[config.mk]
export PLATFORM = sky130hd
export DESIGN_NAME = fpnc_slice_top
export DESIGN_NICKNAME = d
export VERILOG_FILES = /design/src/hdl/fpnc_pkg.sv /design/src/hdl/fpnc_operand_split.sv /design/src/hdl/fpnc_pipe_reg.sv /design/src/hdl/fpnc_noncomp_lane.sv /design/src/hdl/fpnc_result_pack.sv /design/src/hdl/fpnc_slice_top.sv
export SDC_FILE = /design/constraint.sdc
export NUM_CORES = 1
export LEC_CHECK = 0
export ABC_CLOCK_PERIOD_IN_PS = 2600
export BUFFER_PORTS_ARGS = -buffer_cell sky130_fd_sc_hd__buf_2
export CORE_MARGIN = 2
export CORE_UTILIZATION = 30
export DETAILED_ROUTE_END_ITERATION = 16
export HOLD_SLACK_MARGIN = 0.1
export PLACE_DENSITY_LB_ADDON = 0.15
export SLEW_MARGIN = 15
export SYNTH_ARGS = -nofsm -noshare
export SYNTH_HDL_FRONTEND = slang
export SYNTH_SLANG_ARGS = --single-unit
[constraint.sdc]
create_clock -name clk_i -period 2.6 [get_ports clk_i]
set_input_delay 0 -clock clk_i [delete_from_list [all_inputs] [get_ports clk_i]]
set_output_delay 0 -clock clk_i [all_outputs]
set_load 0.005 [all_outputs]
[src/hdl/fpnc_pkg.sv]
package fpnc_pkg;

  // --------------------------------------------------------------------------
  // Slice geometry
  // --------------------------------------------------------------------------
  localparam int unsigned SLICE_WIDTH = 32;
  localparam int unsigned NUM_LANES   = 2;
  localparam int unsigned TAG_WIDTH   = 4;
  localparam int unsigned LANE_WIDTH  = SLICE_WIDTH / NUM_LANES; // Narrowest lane, FP16

  // --------------------------------------------------------------------------
  // Encodings
  // --------------------------------------------------------------------------
  typedef enum logic {
    FP32 = 1'b0,
    FP16 = 1'b1
  } fp_format_e;

  typedef enum logic {
    SGNJ   = 1'b0,
    MINMAX = 1'b1
  } operation_e;

  // Selects the operation variant in this group
  typedef enum logic [2:0] {
    RNE = 3'b000, // Plain sign injection or min
    RTZ = 3'b001, // Negated sign injection or max
    RDN = 3'b010  // Xor sign injection
  } roundmode_e;

  typedef struct packed {
    logic nv; // Invalid
    logic dz; // Divide by zero
    logic of; // Overflow
    logic uf; // Underflow
    logic nx; // Inexact
  } status_t;

  typedef logic [TAG_WIDTH-1:0] tag_t;

  // Travels with lane 0 to steer the output packing
  typedef struct packed {
    fp_format_e fmt;
    logic       vectorial;
  } aux_t;

  // --------------------------------------------------------------------------
  // Slice and lane records
  // --------------------------------------------------------------------------
  typedef struct packed {
    logic [1:0][SLICE_WIDTH-1:0] operands;
    operation_e                  op;
    roundmode_e                  rnd_mode;
    fp_format_e                  fmt;
    logic                        vectorial;
    tag_t                        tag;
  } slice_req_t;

  typedef struct packed {
    logic [SLICE_WIDTH-1:0] result;
    status_t                status;
    tag_t                   tag;
  } slice_resp_t;

  typedef struct packed {
    logic [1:0][LANE_WIDTH-1:0] operands;
    operation_e                 op;
    roundmode_e                 rnd_mode;
    fp_format_e                 fmt;
  } lane_in_t;

  // Lane 0 also runs FP32, so it sees full-width operands
  typedef struct packed {
    logic [1:0][SLICE_WIDTH-1:0] operands;
    operation_e                  op;
    roundmode_e                  rnd_mode;
    aux_t                        aux;
    tag_t                        tag;
  } lane0_in_t;

  typedef struct packed {
    logic [LANE_WIDTH-1:0] result;
    status_t               status;
  } lane_out_t;

  typedef struct packed {
    logic [SLICE_WIDTH-1:0] result;
    status_t                status;
    aux_t                   aux;
    tag_t                   tag;
  } lane0_out_t;

  // --------------------------------------------------------------------------
  // Width helpers
  // --------------------------------------------------------------------------
  function automatic int unsigned fp_width(fp_format_e fmt);
    return (fmt == FP32) ? 32 : 16;
  endfunction

  function automatic int unsigned exp_bits(fp_format_e fmt);
    return (fmt == FP32) ? 8 : 5;
  endfunction

  function automatic int unsigned man_bits(fp_format_e fmt);
    return fp_width(fmt) - exp_bits(fmt) - 1;
  endfunction

endpackage

[src/hdl/fpnc_operand_split.sv]
`timescale 1ns/1ps

module fpnc_operand_split (
  input  fpnc_pkg::slice_req_t req_i,
  input  logic                 valid_i,
  // Lane 0, full width with side info
  output fpnc_pkg::lane0_in_t  lane0_o,
  output logic                 lane0_valid_o,
  // Lane 1, upper half only
  output fpnc_pkg::lane_in_t   lane1_o,
  output logic                 lane1_valid_o
);

  localparam int unsigned SW = fpnc_pkg::SLICE_WIDTH;
  localparam int unsigned LW = fpnc_pkg::LANE_WIDTH;

  fpnc_pkg::aux_t aux;

  assign aux.fmt       = req_i.fmt;
  assign aux.vectorial = req_i.vectorial;

  // --------------------------------------------------------------------------
  // Lane 0
  // --------------------------------------------------------------------------
  // Upper bits are ignored inside the lane for FP16
  always_comb begin : split_lane0
    lane0_o.operands = req_i.operands;
    lane0_o.op       = req_i.op;
    lane0_o.rnd_mode = req_i.rnd_mode;
    lane0_o.aux      = aux;
    lane0_o.tag      = req_i.tag;
  end

  assign lane0_valid_o = valid_i;

  // --------------------------------------------------------------------------
  // Lane 1
  // --------------------------------------------------------------------------
  always_comb begin : split_lane1
    for (int i = 0; i < 2; i++) begin
      lane1_o.operands[i] = req_i.operands[i][SW-1:LW]; // Upper half of each operand
    end
    lane1_o.op       = req_i.op;
    lane1_o.rnd_mode = req_i.rnd_mode;
    lane1_o.fmt      = req_i.fmt;
  end

  // Upper lane only serves vector operations
  assign lane1_valid_o = valid_i & req_i.vectorial;

endmodule

[src/hdl/fpnc_pipe_reg.sv]
`timescale 1ns/1ps

module fpnc_pipe_reg #(
  parameter int unsigned NumPipeRegs = 2,
  parameter type         PayloadType = logic
) (
  input  logic       clk_i,
  input  logic       arst_n_i,
  input  PayloadType data_i,
  input  logic       valid_i,
  output logic       ready_o,
  output PayloadType data_o,
  output logic       valid_o,
  input  logic       ready_i,
  output logic       busy_o
);

  PayloadType           stage_data [0:NumPipeRegs];
  logic [NumPipeRegs:0] stage_valid;
  logic [NumPipeRegs:0] stage_ready;

  assign stage_data[0]  = data_i;
  assign stage_valid[0] = valid_i;
  assign ready_o        = stage_ready[0];

  for (genvar i = 0; i < NumPipeRegs; i++) begin : gen_stage
    logic       valid_q;
    PayloadType data_q;

    // Free slot or the next stage drains this cycle
    assign stage_ready[i] = stage_ready[i+1] | ~stage_valid[i+1];

    always_ff @(posedge clk_i or negedge arst_n_i) begin
      if (!arst_n_i) begin
        valid_q <= 1'b0;
      end else if (stage_ready[i]) begin
        valid_q <= stage_valid[i];
      end
    end

    always_ff @(posedge clk_i) begin
      if (stage_valid[i] && stage_ready[i]) begin
        data_q <= stage_data[i]; // Load only on a transfer
      end
    end

    assign stage_valid[i+1] = valid_q;
    assign stage_data[i+1]  = data_q;
  end

  assign stage_ready[NumPipeRegs] = ready_i;
  assign data_o                   = stage_data[NumPipeRegs];
  assign valid_o                  = stage_valid[NumPipeRegs];

  if (NumPipeRegs == 0) begin : gen_busy_comb
    assign busy_o = valid_i; // Combinational path
  end else begin : gen_busy_regs
    assign busy_o = |stage_valid[NumPipeRegs:1];
  end

endmodule

[src/hdl/fpnc_noncomp_lane.sv]
`timescale 1ns/1ps

module fpnc_noncomp_lane #(
  parameter int unsigned NumPipeRegs = 2,
  parameter type         InType      = fpnc_pkg::lane_in_t,
  parameter type         OutType     = fpnc_pkg::lane_out_t,
  parameter int unsigned LaneWidth   = fpnc_pkg::LANE_WIDTH
) (
  input  logic   clk_i,
  input  logic   arst_n_i,
  input  InType  in_i,
  input  logic   in_valid_i,
  output logic   in_ready_o,
  output OutType out_o,
  output logic   out_valid_o,
  input  logic   out_ready_i,
  output logic   busy_o
);

  // Only the full-width lane carries aux and tag
  localparam bit                   HAS_SIDE_INFO = (LaneWidth == fpnc_pkg::SLICE_WIDTH);
  localparam logic [LaneWidth-1:0] LSB           = 1;

  fpnc_pkg::fp_format_e fmt, fmt_eff;
  logic [LaneWidth-1:0] op_a, op_b;
  logic [LaneWidth-1:0] sign_mask, mag_mask, val_mask, man_mask, exp_mask, quiet_mask;
  logic [LaneWidth-1:0] mag_a, mag_b, val_a, val_b;
  logic                 sign_a, sign_b, nan_a, nan_b, snan_a, snan_b;
  logic                 a_lt_b, pick_a, res_sign;
  logic [LaneWidth-1:0] res;
  fpnc_pkg::status_t    status;
  OutType               lane_res;

  if (HAS_SIDE_INFO) begin : gen_side_info
    assign fmt      = in_i.aux.fmt;
    assign lane_res = '{result: res, status: status, aux: in_i.aux, tag: in_i.tag};
  end else begin : gen_no_side_info
    assign fmt      = in_i.fmt;
    assign lane_res = '{result: res, status: status};
  end

  assign op_a = in_i.operands[0];
  assign op_b = in_i.operands[1];

  // Formats wider than the lane fall back to FP16
  assign fmt_eff = (fpnc_pkg::fp_width(fmt) > LaneWidth) ? fpnc_pkg::FP16 : fmt;

  // --------------------------------------------------------------------------
  // Field decode
  // --------------------------------------------------------------------------
  always_comb begin : decode
    sign_mask  = LSB << (fpnc_pkg::fp_width(fmt_eff) - 1);
    mag_mask   = sign_mask - LSB;
    val_mask   = sign_mask | mag_mask;
    man_mask   = (LSB << fpnc_pkg::man_bits(fmt_eff)) - LSB;
    quiet_mask = LSB << (fpnc_pkg::man_bits(fmt_eff) - 1); // Top mantissa bit
    exp_mask   = mag_mask & ~man_mask;
    sign_a = |(op_a & sign_mask);
    sign_b = |(op_b & sign_mask);
    mag_a  = op_a & mag_mask;
    mag_b  = op_b & mag_mask;
    val_a  = op_a & val_mask; // Operand without bits above the format
    val_b  = op_b & val_mask;
    nan_a  = ((op_a & exp_mask) == exp_mask) && |(op_a & man_mask);
    nan_b  = ((op_b & exp_mask) == exp_mask) && |(op_b & man_mask);
    snan_a = nan_a && !(|(op_a & quiet_mask));
    snan_b = nan_b && !(|(op_b & quiet_mask));
  end

  // Total order on non-NaNs, -0 below +0
  always_comb begin : compare
    if (sign_a != sign_b) begin
      a_lt_b = sign_a;
    end else if (sign_a) begin
      a_lt_b = mag_a > mag_b; // Both negative
    end else begin
      a_lt_b = mag_a < mag_b;
    end
  end

  assign pick_a = (in_i.rnd_mode == fpnc_pkg::RTZ) ? ~a_lt_b : a_lt_b; // max : min

  // --------------------------------------------------------------------------
  // Operation
  // --------------------------------------------------------------------------
  always_comb begin : compute
    res      = '0;
    status   = '0;
    res_sign = sign_b;
    if (in_i.op == fpnc_pkg::SGNJ) begin
      case (in_i.rnd_mode)
        fpnc_pkg::RTZ: res_sign = ~sign_b;
        fpnc_pkg::RDN: res_sign = sign_a ^ sign_b;
        default:       res_sign = sign_b;
      endcase
      res = mag_a | (res_sign ? sign_mask : '0);
    end else begin
      status.nv = snan_a | snan_b;
      if (nan_a && nan_b) begin
        res = exp_mask | quiet_mask; // Canonical NaN
      end else if (nan_a) begin
        res = val_b;
      end else if (nan_b) begin
        res = val_a;
      end else begin
        res = pick_a ? val_a : val_b;
      end
    end
  end

  fpnc_pipe_reg #(
    .NumPipeRegs ( NumPipeRegs ),
    .PayloadType ( OutType     )
  ) i_pipe_reg (
    .clk_i,
    .arst_n_i,
    .data_i  ( lane_res    ),
    .valid_i ( in_valid_i  ),
    .ready_o ( in_ready_o  ),
    .data_o  ( out_o       ),
    .valid_o ( out_valid_o ),
    .ready_i ( out_ready_i ),
    .busy_o
  );

endmodule

[src/hdl/fpnc_result_pack.sv]
`timescale 1ns/1ps

module fpnc_result_pack (
  input  fpnc_pkg::lane0_out_t  lane0_i,
  input  logic                  lane0_valid_i,
  input  fpnc_pkg::lane_out_t   lane1_i,
  input  logic                  lane1_valid_i,
  output fpnc_pkg::slice_resp_t resp_o
);

  localparam int unsigned SW   = fpnc_pkg::SLICE_WIDTH;
  localparam int unsigned HALF = fpnc_pkg::LANE_WIDTH;

  logic [SW-1:0]     packed_result;
  fpnc_pkg::status_t lane0_status, lane1_status;
  fpnc_pkg::status_t collapsed_status;

  // --------------------------------------------------------------------------
  // Result packing
  // --------------------------------------------------------------------------
  always_comb begin : pack_result
    packed_result = lane0_i.result; // FP32 comes whole from lane 0
    if (lane0_i.aux.fmt == fpnc_pkg::FP16) begin
      if (lane0_i.aux.vectorial) begin
        packed_result = {lane1_i.result, lane0_i.result[HALF-1:0]};
      end else begin
        // NaN-box the unused upper half
        packed_result = {{HALF{1'b1}}, lane0_i.result[HALF-1:0]};
      end
    end
  end

  // --------------------------------------------------------------------------
  // Status collapse
  // --------------------------------------------------------------------------
  assign lane0_status     = lane0_valid_i ? lane0_i.status : '0;
  assign lane1_status     = lane1_valid_i ? lane1_i.status : '0; // Idle lane adds nothing
  assign collapsed_status = lane0_status | lane1_status;

  assign resp_o = '{
    result: packed_result,
    status: collapsed_status,
    tag:    lane0_i.tag
  };

endmodule

[src/hdl/fpnc_slice_top.sv]
`timescale 1ns/1ps

module fpnc_slice_top #(
  parameter int unsigned NumPipeRegs = 2
) (
  input  logic                  clk_i,
  input  logic                  arst_n_i,
  // Request side
  input  fpnc_pkg::slice_req_t  in_req_i,
  input  logic                  in_valid_i,
  output logic                  in_ready_o,
  // Response side
  output fpnc_pkg::slice_resp_t out_resp_o,
  output logic                  out_valid_o,
  input  logic                  out_ready_i,
  // Items in flight
  output logic                  busy_o
);

  fpnc_pkg::lane0_in_t  lane0_in;
  fpnc_pkg::lane_in_t   lane1_in;
  logic                 lane0_in_valid, lane1_in_valid;
  fpnc_pkg::lane0_out_t lane0_out;
  fpnc_pkg::lane_out_t  lane1_out;
  logic                 lane0_out_valid, lane1_out_valid;
  logic                 lane1_used, lane1_out_ready, lane1_pack_valid;
  logic [1:0]           lane_busy;

  // --------------------------------------------------------------------------
  // Input side
  // --------------------------------------------------------------------------
  fpnc_operand_split i_operand_split (
    .req_i         ( in_req_i       ),
    .valid_i       ( in_valid_i     ),
    .lane0_o       ( lane0_in       ),
    .lane0_valid_o ( lane0_in_valid ),
    .lane1_o       ( lane1_in       ),
    .lane1_valid_o ( lane1_in_valid )
  );

  // --------------------------------------------------------------------------
  // Lanes
  // --------------------------------------------------------------------------
  fpnc_noncomp_lane #(
    .NumPipeRegs ( NumPipeRegs             ),
    .InType      ( fpnc_pkg::lane0_in_t    ),
    .OutType     ( fpnc_pkg::lane0_out_t   ),
    .LaneWidth   ( fpnc_pkg::SLICE_WIDTH   )
  ) i_lane0 (
    .clk_i,
    .arst_n_i,
    .in_i        ( lane0_in        ),
    .in_valid_i  ( lane0_in_valid  ),
    .in_ready_o  ( in_ready_o      ), // Upstream ready comes from lane 0
    .out_o       ( lane0_out       ),
    .out_valid_o ( lane0_out_valid ),
    .out_ready_i ( out_ready_i     ),
    .busy_o      ( lane_busy[0]    )
  );

  // Lane 1 retires only together with a vector result in lane 0
  assign lane1_used       = lane0_out_valid & lane0_out.aux.vectorial;
  assign lane1_out_ready  = out_ready_i & lane1_used;
  assign lane1_pack_valid = lane1_out_valid & lane1_used;

  fpnc_noncomp_lane #(
    .NumPipeRegs ( NumPipeRegs          ),
    .InType      ( fpnc_pkg::lane_in_t  ),
    .OutType     ( fpnc_pkg::lane_out_t ),
    .LaneWidth   ( fpnc_pkg::LANE_WIDTH )
  ) i_lane1 (
    .clk_i,
    .arst_n_i,
    .in_i        ( lane1_in        ),
    .in_valid_i  ( lane1_in_valid  ),
    .in_ready_o  (                 ), // Tracks lane 0
    .out_o       ( lane1_out       ),
    .out_valid_o ( lane1_out_valid ),
    .out_ready_i ( lane1_out_ready ),
    .busy_o      ( lane_busy[1]    )
  );

  // --------------------------------------------------------------------------
  // Output side
  // --------------------------------------------------------------------------
  fpnc_result_pack i_result_pack (
    .lane0_i       ( lane0_out        ),
    .lane0_valid_i ( lane0_out_valid  ),
    .lane1_i       ( lane1_out        ),
    .lane1_valid_i ( lane1_pack_valid ),
    .resp_o        ( out_resp_o       )
  );

  assign out_valid_o = lane0_out_valid;
  assign busy_o      = |lane_busy;

endmodule

==> results of run 1 <==
## where the power goes
| part | internal, mW | switching, mW |
|---|---|---|
| sequential | 2.27 | 0.0585 |
| clock | 1.71 | 0.856 |
| combinational | 0.657 | 0.673 |
## critical path: cells and delay by family
family	cells	cell delay (ns)
AO/OA/AOI/OAI	4	0.95
adder cells (fa/ha/maj)	1	0.28
buffers and inverters	5	0.83
AND/OR/NAND/NOR	5	0.85
## synth_stat cells, drive strengths merged (2+ instances only)
library cell	count	area share, %
edfxtp	112	49
mux2i	3	0.44
a21oi	35	2.6
o21a	6	0.66
o311ai	6	0.77
a211oi	8	1.4
nor2b	8	0.73
o2bb2ai	9	1.2
o22ai	13	1.2
a311o	10	1.5
a21o	7	0.77
a41oi	4	0.51
nor2	37	2.0
buf	30	3.2
nand4	11	1.0
dfrtp	4	1.5
nand2b	21	1.9
o22a	16	2.1
a31oi	5	0.55
or2	2	0.18
or3	5	0.46
inv	59	3.2
and2	4	0.37
or4	6	0.66
o211ai	3	0.33
and3	3	0.27
nand2	28	1.5
o2111ai	2	0.26
ha	45	8.2
clkbuf	23	1.3
nand3	19	1.5
nor4	18	1.8
a221oi	2	0.26
o21ai	25	1.9
nor3	7	0.51
a32oi	10	1.3
xnor2	3	0.49
## cell type report
class	instances	area, um2
Fill cell	2104	12100
Tap cell	285	357
Clock buffer	17	425
Multi-Input combinational cell	402	3350
Timing Repair Buffer	319	2400
Inverter	59	221
Clock inverter	15	229
Sequential cell	116	3460
## timing repair
action                                  CTS  global route
resized for setup                        43            45
pin swaps                                18            16
hold endpoints to repair                 32             0
buffers inserted                         12             4
cloned                                    3             2
hold buffers                             37             0
endpoints found under the setup margin   29            46
## layer usage
metal  vias to the layer above  share of wire, %  wire [um]
met5                         -                 0          0
met4                         0               2.5        563
met3                        33               4.2        956
met2                       161                48      11000
met1                      2954                45      10400
li1                       2968                 -          -
## registers in the layout (all words and copies together) (netlist names)
| name | cells |
|---|---|
| i_lane0.i_pipe_reg.gen_stage.data_q | 39 |
| i_lane1.i_pipe_reg.data_o | 17 |
| i_lane0.i_pipe_reg.gen_stage.valid_q | 1 |
| i_lane1.i_pipe_reg.gen_stage.data_q | 17 |
| i_lane0.i_pipe_reg.valid_o | 1 |
| i_lane0.i_pipe_reg.data_o | 39 |
| i_lane1.i_pipe_reg.valid_o | 1 |
| i_lane1.i_pipe_reg.gen_stage.valid_q | 1 |
## stage by stage
stage	hold WS, ns	instances	instance area [um2]	setup WS, ns
floorplan	-0.296	630	6940	-0.280
global placement	-0.192	1124	8660	-0.403
detailed placement	-0.188	1124	8660	-0.497
CTS	0.104	1208	10100	-0.000528
global route	0.111	1213	10500	-0.174
finish	0.108	1213	10500	-0.0728
## cells by family after synthesis
| kind of cell | count (synthesis) | synth area share, % |
|---|---|---|
| adders and majority gates | 45 | 8.24 |
| other | 1 | 0.0549 |
| muxes | 4 | 0.604 |
| xor gates and xnor gates | 3 | 0.495 |
| and+or+nand+nor | 175 | 13.7 |
| buffers and inverters | 112 | 7.73 |
| DFF | 116 | 50.7 |
| AOI/OAI and AO/OA | 171 | 18.4 |
## worst paths after layout
path	end	slack [ns]	cells past startpoint	start
worst max-delay path	i_lane0.i_pipe_reg.gen_stage[0].data_q[40]$_DFFE_PP_	-0.07	15	in_req_i[5]
worst min-delay path	i_lane0.i_pipe_reg.gen_stage[0].data_q[20]$_DFFE_PP_	0.11	4	in_req_i[19]
worst max register to register	i_lane0.i_pipe_reg.gen_stage[0].data_q[42]$_DFFE_PP_	1.03	3	i_lane0.i_pipe_reg.valid_o$_DFFE_PN0P_
worst min register to register	i_lane1.i_pipe_reg.data_o[15]$_DFFE_PP_	0.41	0	i_lane1.i_pipe_reg.gen_stage[0].data_q[15]$_DFFE_PP_
max in group asynchronous	i_lane1.i_pipe_reg.gen_stage[0].valid_q$_DFFE_PN0P_	1.89	3	arst_n_i
min in group asynchronous	i_lane0.i_pipe_reg.gen_stage[0].valid_q$_DFFE_PN0N_	0.52	3	arst_n_i
==> run metrics, run 1 <==
CP endpoint kind=flip-flop; Async SR Flop Fraction=3.45%; Die H=155 um; final hold vios=0; Max Cap Viol=0; RSZ-0062 raised after global routing=yes; VDD IR-drop max=0.384 mV; ys flop type=edfxtp_1; CP max stage cell=o311ai_0; GR met2 Demand/Resource=31.1%; antenna violations before repair=0; fmax=0.374 GHz; Antenna diodes=0; synth warn=0; Post-synth EDFFs=112; first-pass GRT wire length=35200 um; met1 Use GR=25.6%; post-synthesis cell type count=65; Hold Crit Class=input pin to flip-flop; number of H-tree levels=4; setup ws final=-0.0728 ns; Worst Skew=0.0125 ns; CP Launch Type=input pin; dpl hpwl=16800 um; final setup violation count=18; fin util=46.4%; Mapped Cells=627; Layout area overhead=53.0%; clock sink total=116; slew of the pin with the lowest slew margin=0.559 ns; crit path DAT=2.91 ns; gr ovfl total=0; synthesized area=0.00683 mm2; commonest non-fill, non-tap cell in the layout=buf_4; clock buffer depth=2; Routed Antenna Nets=0; Rows=55; Post-Route Setup TNS=-0.482 ns; total track usage=19.0%; Initial DRT Pass Iterations=4; 1st-iter DRT viols=469; NumNets Final=1038; vias in the first global route=6325; Setup CP Type=input pin to flip-flop; CP peak stage delay=0.48 ns; final slew viol count=0; Final Wtd Congestion=0.865; register area share after synthesis=50.7%; CTS tree=built; Clock Latency Late Sink=0.41 ns; share of layout cells above drive strength 1=42.6%; Pleak=4.40 nW; violated checks=setup timing; wire per inst=18.8 um; average cell area after synthesis=10.9 um2; Initial Util=30.4%; Final Cycle Share=103%; Crit Path Max Fanout=13; most frequent cells in the layout=149 x buf_4, 116 x buf_2, 112 x edfxtp_1; Rel. slew slack=62.7%; status=complete, but fails checks; CTS root buf=clkbuf_16; Final min period=2.67 ns; Core ar.=0.0225 mm2; Power Density=596 mW/mm2; total CTS buffers=17; IO buf count=117; die footprint=0.0240 mm2; Die W=155 um; Global Route met3 Usage=3.12%; # IOs=122; Worst-path clk slew=0.06 ns; #FFs+latches synth=116; gr busiest metal=met2; PnR Total Power=6.23 mW; crit-path cells=buf_12, bufbuf_16, nand2b_4, ha_4, and4_4, o211ai_1, buf_4, buf_4, nand4b_1, o311ai_0, a41oi_2, nand3_4, buf_12, nor2_1, a211oi_4; DRT Wirelength=22900 um; largest net degree at the start of global routing=40; number of remaining DRC errors=0; vias post-DR=6116; Avg Vias per Cell=5.04; Crit path required time=2.83 ns
Note: power is estimated with default switching activity, not from simulation.
==> run 2, diff against run 1 <==
- BUFFER_PORTS_ARGS: -buffer_cell sky130_fd_sc_hd__buf_2 -> not set
- DONT_BUFFER_PORTS: not set -> 1
==> run 2 against run 1 <==
  * The flow finishes with violations (hold timing)
  * Sequential power barely moved
  * Clock power grew 2%
  * Clock skew fell by 0.0038 ns
  * Sequential share of layout area rose by 4.7 points
  * Global-route usage is 0.50 points lower
  * Sequential cell count unchanged
==> run metrics, run 2 (synthesis gave the netlist of run 1 again) <==
status=complete, but fails checks (unchanged); violated checks=hold timing (was setup timing); sw frac=23.7% (was 25.5%); Final Cycle Share=97.8% (was 103%); number of remaining DRC errors=0 (unchanged); vias in the first global route=5739 (was 6325); clock sink total=116 (unchanged); Clock power frac=44.1% (was 41.2%); hold wc startpoint=in_req_i[30] (was in_req_i[19]); most frequent cells in the layout=112 x edfxtp_1, 94 x dlygate4sd3_1, 59 x inv_1 (was 149 x buf_4, 116 x buf_2, 112 x edfxtp_1); total CTS buffers=17 (unchanged); Final Wtd Congestion=0.867 (was 0.865); Rel. slew slack=17.0% (was 62.7%); PnR Total Power=5.92 mW (was 6.23 mW); RSZ-0062 raised after global routing=yes (unchanged); largest net degree at the start of global routing=40 (unchanged); Routed Antenna Nets=0 (unchanged); Power Density=646 mW/mm2 (was 596 mW/mm2); dpl hpwl=15300 um (was 16800 um); clock buffer depth=2 (unchanged); Reg-to-Reg End=i_lane0.i_pipe_reg.gen_stage[0].data_q[3]$_DFFE_PP_ (was i_lane0.i_pipe_reg.gen_stage[0].data_q[42]$_DFFE_PP_); Crit Path Max Fanout=20 (was 13); Hold Crit Class=input pin to flip-flop (unchanged); Fill cells=2115 (was 2104); Antenna diodes=0 (unchanged); area occupied by multi-input gates=0.00299 mm2 (was 0.00335 mm2); R2R setup slack=0.93 ns (was 1.03 ns); vias post-DR=5670 (was 6116); Die H=155 um (unchanged); first-pass GRT wire length=33700 um (was 35200 um); worst slack, placed=-0.166 ns (was -0.497 ns); Pleak=3.52 nW (was 4.40 nW); Rows=55 (unchanged); Hold Worst Slack=-0.152 ns (was 0.108 ns); hold endpoint=i_lane1.i_pipe_reg.gen_stage[0].data_q[9]$_DFFE_PP_ (was i_lane0.i_pipe_reg.gen_stage[0].data_q[20]$_DFFE_PP_); NumNets Final=872 (was 1038); Post-Route Setup TNS=0 ns (was -0.482 ns); Setup CP Type=input pin to flip-flop (unchanged); Initial DRT Pass Iterations=7 (was 4); Worst Skew=0.00873 ns (was 0.0125 ns); Core ar.=0.0225 mm2 (unchanged); IO buf count=0 (was 117); total track usage=18.5% (was 19.0%); final setup violation count=0 (was 18); CTS root buf=clkbuf_16 (unchanged); share of layout cells above drive strength 1=16.0% (was 42.6%); number of H-tree levels=4 (unchanged); internal power=4.52 mW (was 4.64 mW); antenna violations before repair=0 (unchanged); final slew viol count=0 (unchanged); final hold vios=4 (was 0); CP endpoint kind=flip-flop (unchanged); Switching Power=1.40 mW (was 1.59 mW); DRT Wirelength=22300 um (was 22900 um); Layout area overhead=34.1% (was 53.0%); VDD IR-drop max=0.372 mV (was 0.384 mV); fmax=0.393 GHz (was 0.374 GHz); # IOs=122 (unchanged); commonest non-fill, non-tap cell in the layout=edfxtp_1 (was buf_4); Reg power frac=39.6% (was 37.5%); Avg Vias per Cell=5.42 (was 5.04); setup ws final=0.0569 ns (was -0.0728 ns); Worst-path clk slew=0.05 ns (was 0.06 ns); reg2reg path depth=3 (unchanged); hold path cells=1 (was 4); Die W=155 um (unchanged); 1st-iter DRT viols=611 (was 469); Reg area=0.00346 mm2 (unchanged); Clock Latency Late Sink=0.40 ns (was 0.41 ns); slew of the pin with the lowest slew margin=1.24 ns (was 0.559 ns); CTS tree=built (unchanged); wire per inst=21.3 um (was 18.8 um); gr ovfl total=0 (unchanged); R2R Path Start=i_lane0.i_pipe_reg.valid_o$_DFFE_PN0P_ (unchanged); Crit path required time=2.73 ns (was 2.83 ns); Final min period=2.54 ns (was 2.67 ns); CP Launch Type=input pin (unchanged); Max Cap Viol=0 (unchanged); Gate power share=16.3% (was 21.3%); die footprint=0.0240 mm2 (unchanged); Initial Util=30.4% (unchanged); crit path DAT=2.67 ns (was 2.91 ns)
==> run 2: area by class of cell <==
class | count | area share, %
Tap cell | 285 | 3.89
Inverter | 59 | 2.42
Clock inverter | 14 | 2.54
Timing Repair Buffer | 153 | 16.1
Clock buffer | 18 | 4.68
Multi-Input combinational cell | 402 | 32.6
Sequential cell | 116 | 37.8
==> run 2: worst max path at each step <==
| stage | depth (start not counted) | slack, ns | start | end |
|---|---|---|---|---|
| after floorplan | 14 | -0.28 | in_req_i[5] | i_lane0.i_pipe_reg.gen_stage[0].data_q[15]$_DFFE_PP_ |
| after global placement | 12 | -0.11 | in_req_i[32] | i_lane0.i_pipe_reg.gen_stage[0].data_q[23]$_DFFE_PP_ |
| after detailed placement | 11 | -0.17 | in_req_i[5] | i_lane0.i_pipe_reg.gen_stage[0].data_q[14]$_DFFE_PP_ |
| after CTS | 11 | 0.03 | in_req_i[72] | i_lane1.i_pipe_reg.gen_stage[0].data_q[18]$_DFFE_PP_ |
| after global routing | 12 | -0.03 | in_req_i[45] | i_lane0.i_pipe_reg.gen_stage[0].data_q[14]$_DFFE_PP_ |
| final | 12 | 0.06 | in_req_i[45] | i_lane0.i_pipe_reg.gen_stage[0].data_q[14]$_DFFE_PP_ |
==> run 2: what timing repair did <==
item / 4_1_cts / 5_1_grt
buffers inserted: 0 / 3
resized for setup: 0 / 22
hold buffers: 96 / 1
setup endpoints to repair: 0 / 36
hold endpoints to repair: 64 / 5
==> run 2: metal layers <==
| metal | share of wire, % | track usage, % |
|---|---|---|
| met2 | 45 | 29.3 |
| met4 | 3.3 | 7.41 |
| met1 | 43 | 24.0 |
| met5 | 0 | 0 |
| met3 | 8.2 | 5.07 |
==> run 2: worst max-delay path, cell delays in order <==
cell           delay [ns]
dlygate4sd3_1        0.54
inv_1                0.08
ha_4                 0.27
nand2_1              0.07
o21a_1               0.19
o221a_2              0.31
o21a_1               0.23
or4_1                0.44
nand3_2              0.12
buf_12               0.17
buf_12               0.13
o2bb2ai_1            0.12
==> run 2: power groups by stage <==
stage / Sequential, mW / Combinational (mW) / Clock (mW)
global route: 2.36 / 1.05 / 2.75
detailed placement: 2.39 / 0.749 / 0
CTS: 2.35 / 0.902 / 2.66
floorplan: 2.34 / 0.576 / 0
global placement: 2.38 / 0.738 / 0
finish: 2.35 / 0.963 / 2.61
==> run 2: through the flow <==
step	instances	hold WS, ns	area, um2	util, %
after floorplan	630	-0.296	6940	-
after global placement	915	-0.295	7360	32.7
after detailed placement	915	-0.296	7360	32.7
after CTS	1043	-0.171	8990	40.0
after global routing	1047	-0.162	9160	40.7
final	1047	-0.152	9160	40.7
